==> config.mk <==
export PLATFORM = sky130hd
export DESIGN_NAME = adc_decimator
export DESIGN_NICKNAME = d
export VERILOG_FILES = /design/src/frame_tx_pkg.sv /design/src/adc_decimator.sv
export SDC_FILE = /design/constraint.sdc
export NUM_CORES = 1
export LEC_CHECK = 0
export BUFFER_PORTS_ARGS = -buffer_cell sky130_fd_sc_hd__buf_4
export CAP_MARGIN = 25
export CORE_ASPECT_RATIO = 1.75
export CORE_MARGIN = 3
export CORE_UTILIZATION = 25
export CTS_CLUSTER_DIAMETER = 150
export DETAILED_ROUTE_END_ITERATION = 10
export GPL_ROUTABILITY_DRIVEN = 0
export GPL_TIMING_DRIVEN = 0
export SLEW_MARGIN = 20
export SYNTH_ARGS = -nofsm -noshare
export SYNTH_HDL_FRONTEND = slang
export SYNTH_SLANG_ARGS = --single-unit
==> constraint.sdc <==
create_clock -name clk_i -period 2 [get_ports clk_i]
set_input_delay 0.1 -clock clk_i [delete_from_list [all_inputs] [get_ports clk_i]]
set_output_delay 0.1 -clock clk_i [all_outputs]
set_load 0.02 [all_outputs]
==> src/frame_tx_pkg.sv <==
package frame_tx_pkg;

    ////////////////////
    // data types
    ////////////////////

    // one byte on the slave port
    typedef logic [7:0]  byte_t;

    // ddr readback word
    typedef logic [31:0] rb_word_t;

    // raw adc sample
    typedef logic [15:0] adc_sample_t;

    // announced byte count
    typedef logic [15:0] len_t;

    // frame type code sent as header
    typedef logic [15:0] type_code_t;

    ////////////////////
    // arbitration
    ////////////////////

    localparam int unsigned CHAN_NUM = 2;

    // bit 0 readback, bit 1 adc
    typedef logic [CHAN_NUM-1:0] chan_t;

    ////////////////////
    // buffers
    ////////////////////

    localparam int unsigned FIFO_DEPTH = 2048;
    localparam int unsigned FIFO_AW    = $clog2(FIFO_DEPTH);

    // readback words per frame
    typedef logic [FIFO_AW-1:0] word_cnt_t;

    ////////////////////
    // frame format
    ////////////////////

    localparam type_code_t  READBACK_TYPE     = 16'h1002;
    localparam type_code_t  RAWADC_TYPE       = 16'h1004;
    localparam int unsigned HEADER_BYTES      = 2;
    localparam int unsigned RB_WORD_BYTES     = $bits(rb_word_t) / 8;
    localparam int unsigned ADC_SAMPLE_BYTES  = $bits(adc_sample_t) / 8;

    // adc decimation and framing
    localparam int unsigned ADC_DECIM         = 100;
    localparam int unsigned DECIM_CNT_W       = $clog2(ADC_DECIM);
    localparam int unsigned ADC_FRAME_SAMPLES = 512;
    localparam int unsigned SAMPLE_CNT_W      = $clog2(ADC_FRAME_SAMPLES);

endpackage

==> src/adc_decimator.sv <==
`timescale 1ns/10ps

module adc_decimator (
    input  logic                      clk_i,
    input  logic                      rst_i,
    input  logic                      raw_adc_cfg_i,
    input  logic                      raw_adc_vld_i,
    input  frame_tx_pkg::adc_sample_t raw_adc_data_i,
    output logic                      wr_en_o,
    output frame_tx_pkg::adc_sample_t wr_data_o,
    output logic                      flush_o,
    output logic                      req_o
);

    logic [frame_tx_pkg::DECIM_CNT_W-1:0]  decim_cnt;
    logic [frame_tx_pkg::SAMPLE_CNT_W-1:0] sample_cnt;
    logic                                 decim_last;
    logic                                 keep;
    logic                                 frame_end;

    assign decim_last = (decim_cnt == frame_tx_pkg::DECIM_CNT_W'(frame_tx_pkg::ADC_DECIM - 1));
    assign keep       = raw_adc_cfg_i && raw_adc_vld_i && decim_last;
    assign frame_end  = keep &&
        (sample_cnt == frame_tx_pkg::SAMPLE_CNT_W'(frame_tx_pkg::ADC_FRAME_SAMPLES - 1));

    ////////////////////
    // counters
    ////////////////////

    // position inside the decimation period
    always_ff @(posedge clk_i) begin
        if (rst_i || !raw_adc_cfg_i) begin
            decim_cnt <= '0;
        end else if (raw_adc_vld_i) begin
            if (decim_last) begin
                decim_cnt <= '0;
            end else begin
                decim_cnt <= decim_cnt + 1'b1;
            end
        end
    end

    // kept samples in the current frame, wraps at frame size
    always_ff @(posedge clk_i) begin
        if (rst_i || !raw_adc_cfg_i) begin
            sample_cnt <= '0;
        end else if (keep) begin
            sample_cnt <= sample_cnt + 1'b1;
        end
    end

    ////////////////////
    // buffer side
    ////////////////////

    always_ff @(posedge clk_i) begin
        if (rst_i) begin
            wr_en_o <= 1'b0;
            req_o   <= 1'b0;
            flush_o <= 1'b0;
        end else begin
            wr_en_o <= keep;
            req_o   <= frame_end;
            flush_o <= !raw_adc_cfg_i;
        end
    end

    // low byte goes first on the wire
    always_ff @(posedge clk_i) begin
        wr_data_o <= {raw_adc_data_i[7:0], raw_adc_data_i[15:8]};
    end

endmodule

==> summary.md <==
| Metric | Value |
|---|---|
| Outcome | `completed` |
| Drt total wl | `2630 um` |
| Worst hold margin | `around 0.18 ns` |
| CTS tree | `done` |
| CP arrival | `1.95 ns` |
| Die Footprint | `between 5000 and 6000 um2` |
| DR vias/cell | `about 4.7` |
| Total gr overflow | `0` |
| Initial antenna violation count | `0` |
| Clk_lat worst skew | `~0.28 ns` |
| Clock slew at reported path FFs | `roughly 0.070 ns` |
| Antenna diodes | `0` |
| Post-synth EDFFs | `0` |
| Worst setup path class | `reg2reg` |
| Global-route wire length before repair | `roughly 4400 um` |
| Post-CTS Setup Inserts | `0` |
| Netlist cell types | `28` |
| Number of synthesized register bits | `35` |
| DIE HEIGHT | `approximately 97 um` |
| Clk sinks | `35` |
| Core Box Area | `4480 um2` |
| Slew Limit Fails | `0` |
| Buffers added on ports | `37` |
| Setup crit end kind | `register` |
| Crit path launch type | `register` |
| Met2 routed WL | `1440 um` |
| Max cap viols | `0` |
| DRT met1 WL | `roughly 960 um` |
| PnR worst setup slack | `0.254 ns` |
| P&R area growth vs syn | `52.3%` |
| VDD IR max | `403 uV` |
| WL/cell | `11.6 um` |
| Pwr/cell area | `771 nW/um2` |
| DRT iter0 DRCs | `19` |
| Antenna Nets Post-Route | `0` |
| Hold Vio Cnt, Final | `0` |
| Clock Tree Root | `clkbuf_8` |
| Setup slack at placement | `around 0.23 ns` |
| Vias after detailed routing | `1057` |
| Vias in the first global route | `approximately 1000` |
| Slew HR | `0.660` |
| Drc violations | `0` |
| Gate Count Post-Synth | `about 110` |
| F_max | `about 0.57 GHz` |
| Post-synthesis area per instance | `10.5 um2` |
| Sequential area share after synthesis | `0.589` |
| Ys flop type | `dfxtp_1` |
| CTS Buffer Depth | `2` |
| Cell Area, Synth | `between 1000 and 1500 um2` |
| Nets | `between 150 and 200` |
| Final Setup Violations | `0` |
| RSZ-0062 raised after global routing | `no` |
| Largest net degree at the start of global routing | `11` |
| FFs w/ async S/R, synth | `0` |
| Ports | `39` |
| Clk_skew | `approximately 0.0037 ns` |
| Met3 Routed Length | `around 190 um` |
| Worst EP required | `2.21 ns` |
| Crit Path Max Fanout | `10` |
| Total Power | `about 1400 uW` |
| Htree depth | `2` |
| # rows | `32` |
| Worst Tran Pin Value | `0.503 ns` |
| Total GRT Usage | `0.0992` |
| Syn Nets | `between 100 and 150` |
| Drt pass-1 iters | `4` |
| Final worst path period share | `0.873` |
| Share of cells above drive strength 1 | `0.278` |
| Hold WC Path Type | `in2reg` |
| Die X | `between 50 and 60 um` |
| Max layer used | `met4` |
| Post-DP HPWL | `between 1500 and 2000 um` |
| Ys Warns | `0` |
| Post-layout min period | `approximately 1.7 ns` |
| Initial Utilization | `0.265` |
| Leakage power | `just over 0.0007 uW` |
| Setup TNS | `0 ns` |
| Number of buffers created by CTS | `5` |
-- metrics by stage --
| stage | instances | area (um2) | utilization |
|---|---|---|---|
| 2_1_floorplan | 113 | 1190 | - |
| 3_3_place_gp | 201 | 1530 | 0.341 |
| 3_5_place_dp | 201 | 1530 | 0.341 |
| 4_1_cts | 227 | 1810 | 0.404 |
| 5_1_grt | 227 | 1810 | 0.404 |
| 6_report | 227 | 1810 | 0.404 |
-- routing by layer --
metal | up-vias | GRT usage
met5 | - | 0
met1 | 494 | 0.0908
li1 | 524 | -
met3 | 5 | 0.0319
met2 | 34 | 0.186
met4 | 0 | 0.0482
-- logic make-up after synthesis --
kind of cell,Yosys count,synth area share
AND/OR/NAND/NOR,44,0.215
flip-flops,35,0.589
AO/OA/AOI/OAI,17,0.0779
buffers and inverters,6,0.0232
XOR/XNOR,4,0.0295
multiplexers,4,0.0337
adder cells (fa/ha/maj),3,0.0316
-- final cells by class --
type	instances	area (um2)
multi-input combinational	72	460
clock buffer	8	100
tap	51	63.8
buffer	4	20.0
sequential	35	701
timing repair buffer	55	458
inverter	2	7.51
fill	460	2670
-- worst max-delay path, cell delays in order, from the launching register on --
cell and delay, ns:
dfxtp_1 0.37, ha_1 0.25, nand4_1 0.22, buf_1 0.30
nor4_2 0.33, mux2i_1 0.21
-- cell usage after synthesis (all sizes together), types with 4 or more instances --
library cell,number,area (um2)
dfxtp,35,701
nand4,6,37.5
mux2i,4,40.0
nand2,8,30.0
o21ai,6,30.0
nor2,6,22.5
or3,4,30.0
nand3,5,25.0
a21oi,8,40.0
-- where the power goes --
group          internal (uW)  leakage, uW  switching [uW]
registers                717     0.000288            5.76
logic                   72.7     0.000377            51.6
clock network            314    0.0000515             236
total                   1100     0.000717             293
-- registers in the layout, indices dropped and copies added (netlist names) --
name	count
req_o	1
flush_o	1
wr_data_o	16
sample_cnt	9
wr_en_o	1
decim_cnt	7
-- placed cells by master, fill, tap and decap left out, types with 2 or more instances in the layout --
cell type      instances
buf_4                 38
dfxtp_1               35
dlygate4sd3_1         18
nand2_1                8
a21oi_1                8
clkbuf_8               7
nand4_1                6
nor2_1                 6
nand3_1                5
o21ai_0                5
mux2i_1                4
nand2b_1               3
o31ai_1                3
or4_1                  3
or3_1                  3
xor2_1                 3
ha_1                   3
inv_1                  2
nor3_1                 2
nor4_2                 2
clkbuf_1               2
-- repair_timing --
| action | in CTS | in global routing |
|---|---|---|
| setup endpoints to repair | 0 | 2 |
| resized for setup | 0 | 1 |
| hold buffers | 18 | 0 |
| hold endpoints to repair | 17 | 0 |
-- final timing paths --
check                                                 from                    endpoint  slack, ns  depth (start not counted)
worst max-delay path             decim_cnt[0]$_SDFFE_PP0P_  sample_cnt[7]$_SDFFE_PP0P_       0.25                          5
worst min-delay path                         raw_adc_vld_i   decim_cnt[1]$_SDFFE_PP0P_       0.18                          3
worst max register to register   decim_cnt[0]$_SDFFE_PP0P_  sample_cnt[7]$_SDFFE_PP0P_       0.25                          5
worst min register to register  sample_cnt[7]$_SDFFE_PP0P_  sample_cnt[7]$_SDFFE_PP0P_       0.48                          2
Power figures use the tool's default switching activity.
