`src/frame_tx_pkg.sv`:
```
package frame_tx_pkg;

    ////////////////////
    // data types
    ////////////////////

    // one byte on the slave port
    typedef logic [7:0]  byte_t;

    // ddr readback word
    typedef logic [31:0] rb_word_t;

    // raw adc sample
    typedef logic [15:0] adc_sample_t;

    // announced byte count
    typedef logic [15:0] len_t;

    // frame type code sent as header
    typedef logic [15:0] type_code_t;

    ////////////////////
    // arbitration
    ////////////////////

    localparam int unsigned CHAN_NUM = 2;

    // bit 0 readback, bit 1 adc
    typedef logic [CHAN_NUM-1:0] chan_t;

    ////////////////////
    // buffers
    ////////////////////

    localparam int unsigned FIFO_DEPTH = 2048;
    localparam int unsigned FIFO_AW    = $clog2(FIFO_DEPTH);

    // readback words per frame
    typedef logic [FIFO_AW-1:0] word_cnt_t;

    ////////////////////
    // frame format
    ////////////////////

    localparam type_code_t  READBACK_TYPE     = 16'h1002;
    localparam type_code_t  RAWADC_TYPE       = 16'h1004;
    localparam int unsigned HEADER_BYTES      = 2;
    localparam int unsigned RB_WORD_BYTES     = $bits(rb_word_t) / 8;
    localparam int unsigned ADC_SAMPLE_BYTES  = $bits(adc_sample_t) / 8;

    // adc decimation and framing
    localparam int unsigned ADC_DECIM         = 100;
    localparam int unsigned DECIM_CNT_W       = $clog2(ADC_DECIM);
    localparam int unsigned ADC_FRAME_SAMPLES = 512;
    localparam int unsigned SAMPLE_CNT_W      = $clog2(ADC_FRAME_SAMPLES);

endpackage

```
`src/readback_capture.sv`:
```
`timescale 1ns/10ps

module readback_capture (
    input  logic                    clk_i,
    input  logic                    rst_i,
    input  logic                    readback_vld_i,
    input  logic                    readback_last_i,
    output frame_tx_pkg::word_cnt_t frame_words_o,
    output logic                    req_o
);

    frame_tx_pkg::word_cnt_t word_cnt;
    logic                    last_word;

    // last only counts together with its valid
    assign last_word = readback_vld_i && readback_last_i;

    // words seen so far in this burst
    always_ff @(posedge clk_i) begin
        if (rst_i) begin
            word_cnt <= '0;
        end else if (last_word) begin
            word_cnt <= '0;
        end else if (readback_vld_i) begin
            word_cnt <= word_cnt + 1'b1;
        end
    end

    // frame length includes the last word
    always_ff @(posedge clk_i) begin
        if (last_word) begin
            frame_words_o <= word_cnt + 1'b1;
        end
    end

    // one cycle request per burst
    always_ff @(posedge clk_i) begin
        if (rst_i) begin
            req_o <= 1'b0;
        end else begin
            req_o <= last_word;
        end
    end

endmodule

```
`config.mk`:
```
export PLATFORM = sky130hd
export DESIGN_NAME = readback_capture
export DESIGN_NICKNAME = d
export VERILOG_FILES = /design/src/frame_tx_pkg.sv /design/src/readback_capture.sv
export SDC_FILE = /design/constraint.sdc
export NUM_CORES = 1
export LEC_CHECK = 0
export ABC_AREA = 1
export CORE_AREA = 5 5 52 54
export DETAILED_ROUTE_END_ITERATION = 16
export DIE_AREA = 0 0 57 59
export DONT_BUFFER_PORTS = 1
export PLACE_DENSITY = 0.6
export SETUP_SLACK_MARGIN = 0.4
export SLEW_MARGIN = 15
export SYNTH_ARGS = -nofsm -noshare
export SYNTH_HDL_FRONTEND = slang
export SYNTH_SLANG_ARGS = --single-unit
export TNS_END_PERCENT = 50
```
`constraint.sdc`:
```
create_clock -name clk_i -period 1.8 [get_ports clk_i]
set_clock_uncertainty 0.15 [all_clocks]
set_input_delay 0.36 -clock clk_i [delete_from_list [all_inputs] [get_ports clk_i]]
set_output_delay 0.36 -clock clk_i [all_outputs]
set_load 0.01 [all_outputs]
```
==> impl_table.tex <==
\begin{tabular}{lr}
\hline
Metric & Value \\
\hline
\multicolumn{2}{l}{\textbf{Clock tree}} \\
Number of buffers on the longest clock path & 2 \\
Worst-Skew Late Latency & 0.30 ns \\
Total CTS buffers & 3 \\
Clock transition at the registers of the reported paths & 0.12 ns \\
Root Buffer Master & sky130\_fd\_sc\_hd\_\_clkbuf\_4 \\
Htree depth & 1 \\
TritonCTS clock tree & yes \\
Total number of clock tree sinks & 23 \\
\multicolumn{2}{l}{\textbf{Final layout}} \\
Area of the multi-input gates & 421.7 um2 \\
Fill cell instance count of the final layout & 209 \\
Most common cell after layout, fill and taps aside & sky130\_fd\_sc\_hd\_\_nand2\_1 \\
Cell Count, Final, Fillers Out & 156 \\
Area overhead of the layout relative to synthesis & 15.60\% \\
Fraction of layout instances using a drive strength above 1 & 20.31\% \\
Inserted Diodes & 0 \\
Final layout net count & 134 \\
Top library cells by usage in the layout, fill and taps aside & sky130\_fd\_sc\_hd\_\_nand2\_1 (24), sky130\_fd\_sc\_hd\_\_inv\_1 (23), sky130\_fd\_sc\_hd\_\_edfxtp\_1 (11), sky130\_fd\_sc\_hd\_\_nor2\_1 (9) \\
Sequential cell area & 580.6 um2 \\
\multicolumn{2}{l}{\textbf{Yosys}} \\
Synth Net Count & 127 \\
Warnings, synthesis & 0 \\
Syn Std Cell Area & 0.001035 mm2 \\
\#FFs+latches synth & 23 \\
FFs w/ async S/R, synth & 0\% \\
Number of synthesized flops with an enable pin & 11 \\
Cell variety after synth & 19 \\
Fraction of the yosys area taken by sequential cells & 55.14\% \\
Post-synthesis instance total & 122 \\
Leading register cell type out of synthesis & sky130\_fd\_sc\_hd\_\_dfxtp\_1 \\
Post-synthesis average cell area & 8.481 um2 \\
\multicolumn{2}{l}{\textbf{Die}} \\
Number of standard-cell rows in the floorplan & 17 \\
Die H & 59 um \\
Count of pins on the block boundary & 16 \\
Floorplan Core Area & 0.002170 mm2 \\
Horiz. Die Dim & 57 um \\
Initial Utilization & 47.69\% \\
Die Outline Area & 0.003363 mm2 \\
\multicolumn{2}{l}{\textbf{Global routing}} \\
Tot GR Track Use & 12.38\% \\
Maximum number of pins on one net before global-route repair & 14 \\
Number of antenna violations at the first check in global routing & 0 \\
Global-route wire length before repair & 3208 um \\
Via count of the first global-routing pass & 688 \\
Total gr overflow & 0 \\
\multicolumn{2}{l}{\textbf{Worst setup path}} \\
Number of cells on the critical path & 6 \\
Crit Path Max Fanout & 4 \\
WS Path Type & reg -> reg \\
Dominant delay contributor by cell family on the critical path & simple AND/OR/NAND/NOR gates \\
Path depth of the worst reg2reg path & 6 \\
Endpoint type of the worst setup path & flip-flop \\
CP startpoint kind & flip-flop \\
Number of buffer and inverter stages on the critical path & 0 \\
Crit path DAT & 1.27 ns \\
Critical path required time & 1.72 ns \\
Slowest stage delay, CP & 0.39 ns \\
Crit path cell chain & ha\_4 > nand2\_4 > nor2\_4 > nand3\_2 > nand2\_2 > nand2\_1 \\
Cell with the largest stage delay on the worst path & sky130\_fd\_sc\_hd\_\_dfxtp\_4 \\
\multicolumn{2}{l}{\textbf{Timing}} \\
Final critical delay including setup and external delays & 1.358 ns \\
Summed negative setup slack over all endpoints & 0 ns \\
Final Slew Violations & 0 \\
Actual transition at the worst max-transition pin & 0.3903 ns \\
Final Hold Fails & 0 \\
Setup repair after global routing missed its margin & yes \\
Endpoints failing setup & 0 \\
Max Clk Rate & 736.4 MHz \\
Final cycle utilization of the critical path & 75.44\% \\
Worst rel slew slack & 73.95\% \\
\multicolumn{2}{l}{\textbf{Pwr}} \\
Clock network power share & 25.4\% \\
Switch Pwr & 0.0002179 W \\
Switching share of power & 23.96\% \\
Power density cells & 760.3 mW/mm2 \\
Internal power & 0.0006916 W \\
Total Power & 0.0009094 W \\
Flop pwr share & 66.0\% \\
Leak & 0.5431 nW \\
Share of total power in combinational logic & 8.6\% \\
Worst IR drop on VDD & 0.0003669 V \\
\multicolumn{2}{l}{\textbf{Run}} \\
Count of max-cap constraint violations & 0 \\
\multicolumn{2}{l}{\textbf{Route}} \\
Detail-routed net length per standard cell & 12.62 um \\
Iteration-0 DRC count of the detailed router & 27 \\
DRC violations left & 0 \\
Number of vias per cell & 4.968 \\
Wire length after detailed routing & 1968 um \\
DR pass1 iterations & 4 \\
Antenna viol nets, final & 0 \\
Count of vias placed by the detailed router & 775 \\
\multicolumn{2}{l}{\textbf{Min path}} \\
Hold path cells & 2 \\
Path type of the worst min-delay path & in -> reg \\
\multicolumn{2}{l}{\textbf{Placed design}} \\
Routability cong. & 0.7414 \\
Half-perimeter wire length after detailed placement & 1411 um \\
IO Port Bufs & 0 \\
Cell count after placement & 148 \\
\multicolumn{2}{l}{\textbf{Status}} \\
Run status & finished, final reports clean \\
\hline
\end{tabular}
metal layers:
| layer | wire length, um | vias up | GRT usage, % |
|---|---|---|---|
| met5 | 0 | - | 0 |
| met4 | 17 | 0 | 3.974 |
| met3 | 97 | 2 | 3.268 |
| met2 | 936 | 16 | 19.25 |
| met1 | 917 | 360 | 16.85 |
| li1 | - | 397 | - |
final timing paths:
| path | from | endpoint | slack, ns |
|---|---|---|---|
| setup / recovery | word_cnt[0] | frame_words_o[8] | 0.44 |
| hold reg to reg | word_cnt[1] | word_cnt[1] | 0.37 |
| setup reg to reg | word_cnt[0] | frame_words_o[8] | 0.44 |
| hold / removal | readback_vld_i | word_cnt[1] | 0.03 |
cell usage after synthesis, drive strengths merged, types with 2 or more instances:
| cell type | number | area [um2] |
|---|---|---|
| dfxtp | 12 | 240.2 |
| xor2 | 2 | 17.52 |
| edfxtp | 11 | 330.3 |
| nor2 | 12 | 62.56 |
| nand2 | 31 | 123.9 |
| buf | 2 | 10.01 |
| nand3 | 9 | 50.05 |
| o21ai | 7 | 35.03 |
| a21oi | 9 | 48.80 |
| inv | 24 | 90.08 |
cells by family after synthesis:
| family | count (synthesis) | synth area share, % |
|---|---|---|
| simple gates | 53 | 23.46 |
| buf+inv | 26 | 9.673 |
| fa+ha+maj | 1 | 1.209 |
| compound gates | 17 | 8.827 |
| flops | 23 | 55.14 |
| xor+xnor | 2 | 1.693 |
flip-flops by register name, summed over array words and instances, names as in the netlist:
signal,cells
frame_words_o,11
word_cnt,11
req_o,1
final cells by class:
cell class | instances | area share [%]
Tap cell | 28 | 2.929
Sequential cell | 23 | 48.54
Multi-Input combinational cell | 73 | 35.25
Clock buffer | 4 | 2.197
Inverter | 24 | 7.531
Timing Repair Buffer | 4 | 3.556
power groups by stage:
stage | Combinational [W] | Sequential (W) | Clock [W]
after floorplan | 0.0000549 | 0.000606 | 0
after global placement | 0.0000614 | 0.000611 | 0
after detailed placement | 0.0000637 | 0.000611 | 0
after CTS | 0.0000706 | 0.000599 | 0.000245
after global routing | 0.0000902 | 0.000604 | 0.000267
final | 0.0000780 | 0.000600 | 0.000231
stage by stage:
stage	worst slack (ns)	utilization (%)	hold WS [ns]	instance area (um2)
after floorplan	0.4219	-	0.2824	1035
after global placement	0.3751	48.85	0.2854	1060
after detailed placement	0.3335	48.85	0.2860	1060
after CTS	0.4045	51.67	0.02372	1121
after global routing	0.3693	55.13	0.01467	1196
final	0.4421	55.13	0.03489	1196
timing repair:
action	in CTS	in global routing
resized for setup	3	17
pin swaps	1	4
endpoints found under the setup margin	6	13
buffers inserted	1	1
endpoints found under the hold margin	2	0
cloned	0	0
hold buffers	2	0
Power figures use the tool's default switching activity.
