File: config.mk
export PLATFORM = sky130hd
export DESIGN_NAME = frame_arbiter
export DESIGN_NICKNAME = d
export VERILOG_FILES = /design/src/frame_tx_pkg.sv /design/src/frame_arbiter.sv
export SDC_FILE = /design/constraint.sdc
export NUM_CORES = 1
export LEC_CHECK = 0
export ABC_CLOCK_PERIOD_IN_PS = 1200
export BUFFER_PORTS_ARGS = -buffer_cell sky130_fd_sc_hd__buf_2
export CORE_AREA = 10 10 47 49
export CTS_BUF_LIST = sky130_fd_sc_hd__clkbuf_16
export CTS_CLUSTER_DIAMETER = 60
export CTS_CLUSTER_SIZE = 12
export DETAILED_ROUTE_END_ITERATION = 7
export DIE_AREA = 0 0 57 59
export PLACE_DENSITY = 0.4
export REMOVE_ABC_BUFFERS = 1
export SYNTH_ARGS = -nofsm -noshare
export SYNTH_HDL_FRONTEND = slang
export SYNTH_SLANG_ARGS = --single-unit
File: constraint.sdc
create_clock -name clk_i -period 1.2 [get_ports clk_i]
set_clock_uncertainty 0.15 [all_clocks]
set_input_delay 0.24 -clock clk_i [delete_from_list [all_inputs] [get_ports clk_i]]
set_output_delay 0.24 -clock clk_i [all_outputs]
set_load 0.03 [all_outputs]
File: src/frame_tx_pkg.sv
package frame_tx_pkg;

    ////////////////////
    // data types
    ////////////////////

    // one byte on the slave port
    typedef logic [7:0]  byte_t;

    // ddr readback word
    typedef logic [31:0] rb_word_t;

    // raw adc sample
    typedef logic [15:0] adc_sample_t;

    // announced byte count
    typedef logic [15:0] len_t;

    // frame type code sent as header
    typedef logic [15:0] type_code_t;

    ////////////////////
    // arbitration
    ////////////////////

    localparam int unsigned CHAN_NUM = 2;

    // bit 0 readback, bit 1 adc
    typedef logic [CHAN_NUM-1:0] chan_t;

    ////////////////////
    // buffers
    ////////////////////

    localparam int unsigned FIFO_DEPTH = 2048;
    localparam int unsigned FIFO_AW    = $clog2(FIFO_DEPTH);

    // readback words per frame
    typedef logic [FIFO_AW-1:0] word_cnt_t;

    ////////////////////
    // frame format
    ////////////////////

    localparam type_code_t  READBACK_TYPE     = 16'h1002;
    localparam type_code_t  RAWADC_TYPE       = 16'h1004;
    localparam int unsigned HEADER_BYTES      = 2;
    localparam int unsigned RB_WORD_BYTES     = $bits(rb_word_t) / 8;
    localparam int unsigned ADC_SAMPLE_BYTES  = $bits(adc_sample_t) / 8;

    // adc decimation and framing
    localparam int unsigned ADC_DECIM         = 100;
    localparam int unsigned DECIM_CNT_W       = $clog2(ADC_DECIM);
    localparam int unsigned ADC_FRAME_SAMPLES = 512;
    localparam int unsigned SAMPLE_CNT_W      = $clog2(ADC_FRAME_SAMPLES);

endpackage

File: src/frame_arbiter.sv
`timescale 1ns/10ps

module frame_arbiter (
    input  logic                clk_i,
    input  logic                rst_i,
    input  frame_tx_pkg::chan_t req_i,
    input  logic                slave_tx_ack_i,
    output frame_tx_pkg::chan_t grant_o
);

    frame_tx_pkg::chan_t pending;
    frame_tx_pkg::chan_t pending_nxt;
    frame_tx_pkg::chan_t ptr;
    frame_tx_pkg::chan_t ptr_rot;
    logic                ack_q;

    // one empty cycle after every acknowledge
    assign grant_o = ack_q ? '0 : (pending & ptr);

    assign ptr_rot = {ptr[frame_tx_pkg::CHAN_NUM-2:0], ptr[frame_tx_pkg::CHAN_NUM-1]};

    // a new request wins over the clear
    assign pending_nxt = req_i |
        (pending & ~(grant_o & {frame_tx_pkg::CHAN_NUM{slave_tx_ack_i}}));

    always_ff @(posedge clk_i) begin
        if (rst_i) begin
            pending <= '0;
            ack_q   <= 1'b0;
        end else begin
            pending <= pending_nxt;
            ack_q   <= slave_tx_ack_i && (grant_o != '0);
        end
    end

    ////////////////////
    // round robin pointer
    ////////////////////

    // moves only while idle, next channel in turn gets first look
    always_ff @(posedge clk_i) begin
        if (rst_i) begin
            ptr <= frame_tx_pkg::chan_t'(1);
        end else if (grant_o == '0) begin
            if ((pending_nxt & ptr_rot) != '0) begin
                ptr <= ptr_rot;
            end else if ((pending_nxt & ptr) != '0) begin
                ptr <= ptr;
            end else begin
                ptr <= ptr_rot;
            end
        end
    end

endmodule

==> results summary <==
The final non-filler cell area came out at around 570 um^2. For this design the static power due to leakage is 0.255 nW. The area enclosed by the die boundary came out at 0.00336 mm^2. The share of total power dissipated in the clock network is 0.551. The sequential cell area fraction in the yosys report came out at 0.345. The share of Yosys cell area claimed by the top area cell type is 0.345. The top cell types in the final layout, fill and taps aside, are sky130_fd_sc_hd__buf_4, sky130_fd_sc_hd__nor2_1, sky130_fd_sc_hd__buf_2. Across all setup checks in the final design, the least slack found is -169 ps. The worst vdd rail ir drop is 1.16 mV. The initial utilization of the core area, before any placement, comes to 0.207. The total via count in the routed design is 348.

The largest single stage delay on the critical path is 340 ps. The flow ran to the end, but the final reports show violations. The flip-flop and latch count after synthesis came out at 5. The worst hold path belongs to the class input port to register. The worst path required time is around 810 ps. After layout, the design draws a total of ~1.0 mW.

The last weighted congestion value of the routability-driven placer came out at 0.736. The number of failing setup endpoints in the final timing report is 4. Dividing the synthesized area by the synthesized cell count gives 7.85 um^2. The final number of max-transition violations is 0. The post-route setup TNS came out at -451 ps. The via density per instance came out at 4.70.

The die span in y is a little under 60 um. The tree is rooted in a sky130_fd_sc_hd__clkbuf_16. The post-detailed-route count of antenna-violating nets is 0. Summed over all nets, the half-perimeter wirelength after detailed placement is just over 600 um. Counting every instance in the synthesized netlist gives 37. The post-placement cell area came out at 404 um^2. The clock buffer count from CTS is 3. The floorplan step set the die width to 57 um.

The biggest fanout along the worst timing path is 2. The worst hold-check slack is approximately 71 ps. The initial antenna violation count is 0. In this run, placement finished with an instance count of 68. The final period utilization came out at 1.14. The share of total power dissipated in sequential elements is 0.211. The number of max-cap violations came out at 0. For the worst-skew pair, the clock arrives at the later sink with an insertion delay of roughly 230 ps. The global-route wire length before repair came out at about 1.5 mm.

The library cell occupying the most area in the post-synthesis netlist is sky130_fd_sc_hd__dfxtp_1. The CTS H-tree depth came out at 1. After global routing the overflow that remains totals 0. The final net count is 64. The post-detailed-routing wire length came out at 951 um. The via count of the first global-routing pass is 374. The core outline area is about 0.0014 mm^2. The actual transition at the worst max-transition pin is between 150 and 200 ps. After detailed routing, the average wire length per cell comes to 12.9 um. The layout overhead on the synthesized area is 94.8%. The non-filler instance count after layout came out at 74.

The signal arrival time at the worst endpoint came out at 980 ps. The library cell used most frequently in the layout, excluding fill and tap cells, is sky130_fd_sc_hd__buf_4. The post-synthesis cell type count came out at 20. Row generation in the floorplan step produced 14 rows. The post-place setup slack came out at -116 ps. The number of iterations in the first detailed-routing pass is 3. The total track usage is 0.0601. Setup repair after global routing could not meet its margin everywhere. For this design, the slowest cell found on the critical path is sky130_fd_sc_hd__dfxtp_2. The repair_antennas step left the layout with diodes totalling 0.

TritonCTS built the clock tree. The start-to-end type of the worst setup path is register to output pin. Measured against its own limit, the worst slew margin works out to 0.874. Traced cell by cell, the critical path runs through nand2_2 > buf_6 > nor2_1 > buf_4.

The number of primary I/O pins is 7. The share of total power dissipated in combinational logic is 0.238. After detailed routing, the number of remaining DRC violations is 0. The internal power component is 0.749 mW. The layout cell share with drive strength beyond 1 came out at 0.603. The count of buffers inserted at the top-level ports came out at 6. The synthesized area is around 290 um^2. By area the synthesized netlist is led by sky130_fd_sc_hd__dfxtp_1, sky130_fd_sc_hd__a21oi_1, sky130_fd_sc_hd__nor2_1, sky130_fd_sc_hd__o21a_1, sky130_fd_sc_hd__buf_6.

The number of hold-slack violations in the final timing report is 0. The final reports fail on negative setup slack. Of the total power, the share spent switching nets is 0.248. No sink is reached through more buffers than the 2 on the longest clock path.

The switching component of the power came out at 0.248 mW. The number of clock sinks seen by CTS is 5. The maximum number of pins on one net before global-route repair came out at 6. The post-route minimum period is approximately 1400 ps.

Derived from the worst setup path, the maximum achievable clock frequency is between 0.7 and 0.8 GHz. After the first detailed-routing iteration, the DRC count stood at 4. For this run, the number of Yosys warnings is 0. The endpoint kind of the worst setup timing path is an output pin. Dividing total power by cell area gives a power density of 1760 mW/mm^2.

After clock tree synthesis, the clock-pin slew on the worst setup and hold paths is 30 ps. The launching element type of the critical path is a register. The final core area utilization is 0.404.
-- final timing paths --
kind	start	endpoint	slack, ps	cells after the start
max	pending[1]$_SDFF_PP0_	grant_o[1]	-170	4
min	rst_i	ptr[1]$_SDFFE_PP0P_	70	2
min reg2reg	ptr[0]$_SDFFE_PP1P_	ack_q$_SDFF_PP0_	380	2
max reg2reg	ptr[1]$_SDFFE_PP0P_	ptr[1]$_SDFFE_PP0P_	-140	5
-- layer usage --
metal | global-route usage | share of wire | up-vias | wire, um
li1 | - | - | 174 | -
met1 | 0.0512 | 0.37 | 160 | 354
met2 | 0.0946 | 0.50 | 9 | 477
met3 | 0.0515 | 0.095 | 5 | 90
met4 | 0.0369 | 0.030 | 0 | 29
met5 | 0 | 0 | - | 0
-- layout make-up --
| type | instances | area (um^2) |
|---|---|---|
| Clock buffer | 3 | 75.1 |
| Sequential cell | 5 | 114 |
| Multi-Input combinational cell | 30 | 213 |
| Inverter | 1 | 3.75 |
| Fill cell | 147 | 836 |
| Timing Repair Buffer | 18 | 136 |
| Clock inverter | 1 | 3.75 |
| Tap cell | 16 | 20.0 |
-- cell usage after synthesis --
library cell and n:
sky130_fd_sc_hd__inv_1 1, sky130_fd_sc_hd__a2bb2oi_1 1, sky130_fd_sc_hd__a21o_1 1, sky130_fd_sc_hd__a21oi_1 6, sky130_fd_sc_hd__nor2_1 6, sky130_fd_sc_hd__and2b_2 1, sky130_fd_sc_hd__a221o_1 1, sky130_fd_sc_hd__buf_6 1
sky130_fd_sc_hd__a21boi_0 1, sky130_fd_sc_hd__nand2_1 3, sky130_fd_sc_hd__o21ai_0 1, sky130_fd_sc_hd__nand2_2 1, sky130_fd_sc_hd__o21ai_1 1, sky130_fd_sc_hd__o21a_1 2, sky130_fd_sc_hd__nand3b_1 1, sky130_fd_sc_hd__nand2b_1 1
sky130_fd_sc_hd__a221oi_1 1, sky130_fd_sc_hd__dfxtp_1 5, sky130_fd_sc_hd__o22ai_1 1, sky130_fd_sc_hd__nor2b_2 1
-- worst max-delay path: cells and delay by family (launching register included) --
| family | cells | cell delay [ps] |
|---|---|---|
| AND/OR/NAND/NOR | 2 | 140 |
| flip-flops | 1 | 340 |
| buffers and inverters | 2 | 270 |
-- logic make-up after synthesis --
family	synth area share
AO/OA/AOI/OAI	0.358
AND/OR/NAND/NOR	0.246
flip-flops	0.345
buffers and inverters	0.0517
-- sequential cells by signal, indices dropped and copies added (netlist names) --
signal,count
pending,2
ack_q,1
ptr,2
-- timing repair --
action,4_1_cts,5_1_grt
pin swaps,7,4
hold endpoints to repair,0,0
setup buffers,2,0
setup endpoints to repair,4,5
hold buffers,0,0
resized for setup,19,4
-- power groups by stage --
| stage | combinational, mW | sequential [mW] | clock, mW |
|---|---|---|---|
| after global routing | 0.255 | 0.213 | 0.575 |
| after global placement | 0.184 | 0.208 | 0 |
| after CTS | 0.231 | 0.206 | 0.548 |
| final | 0.237 | 0.210 | 0.549 |
| after floorplan | 0.0917 | 0.212 | 0 |
| after detailed placement | 0.182 | 0.206 | 0 |
No activity file was read; power rests on OpenSTA's default activity.
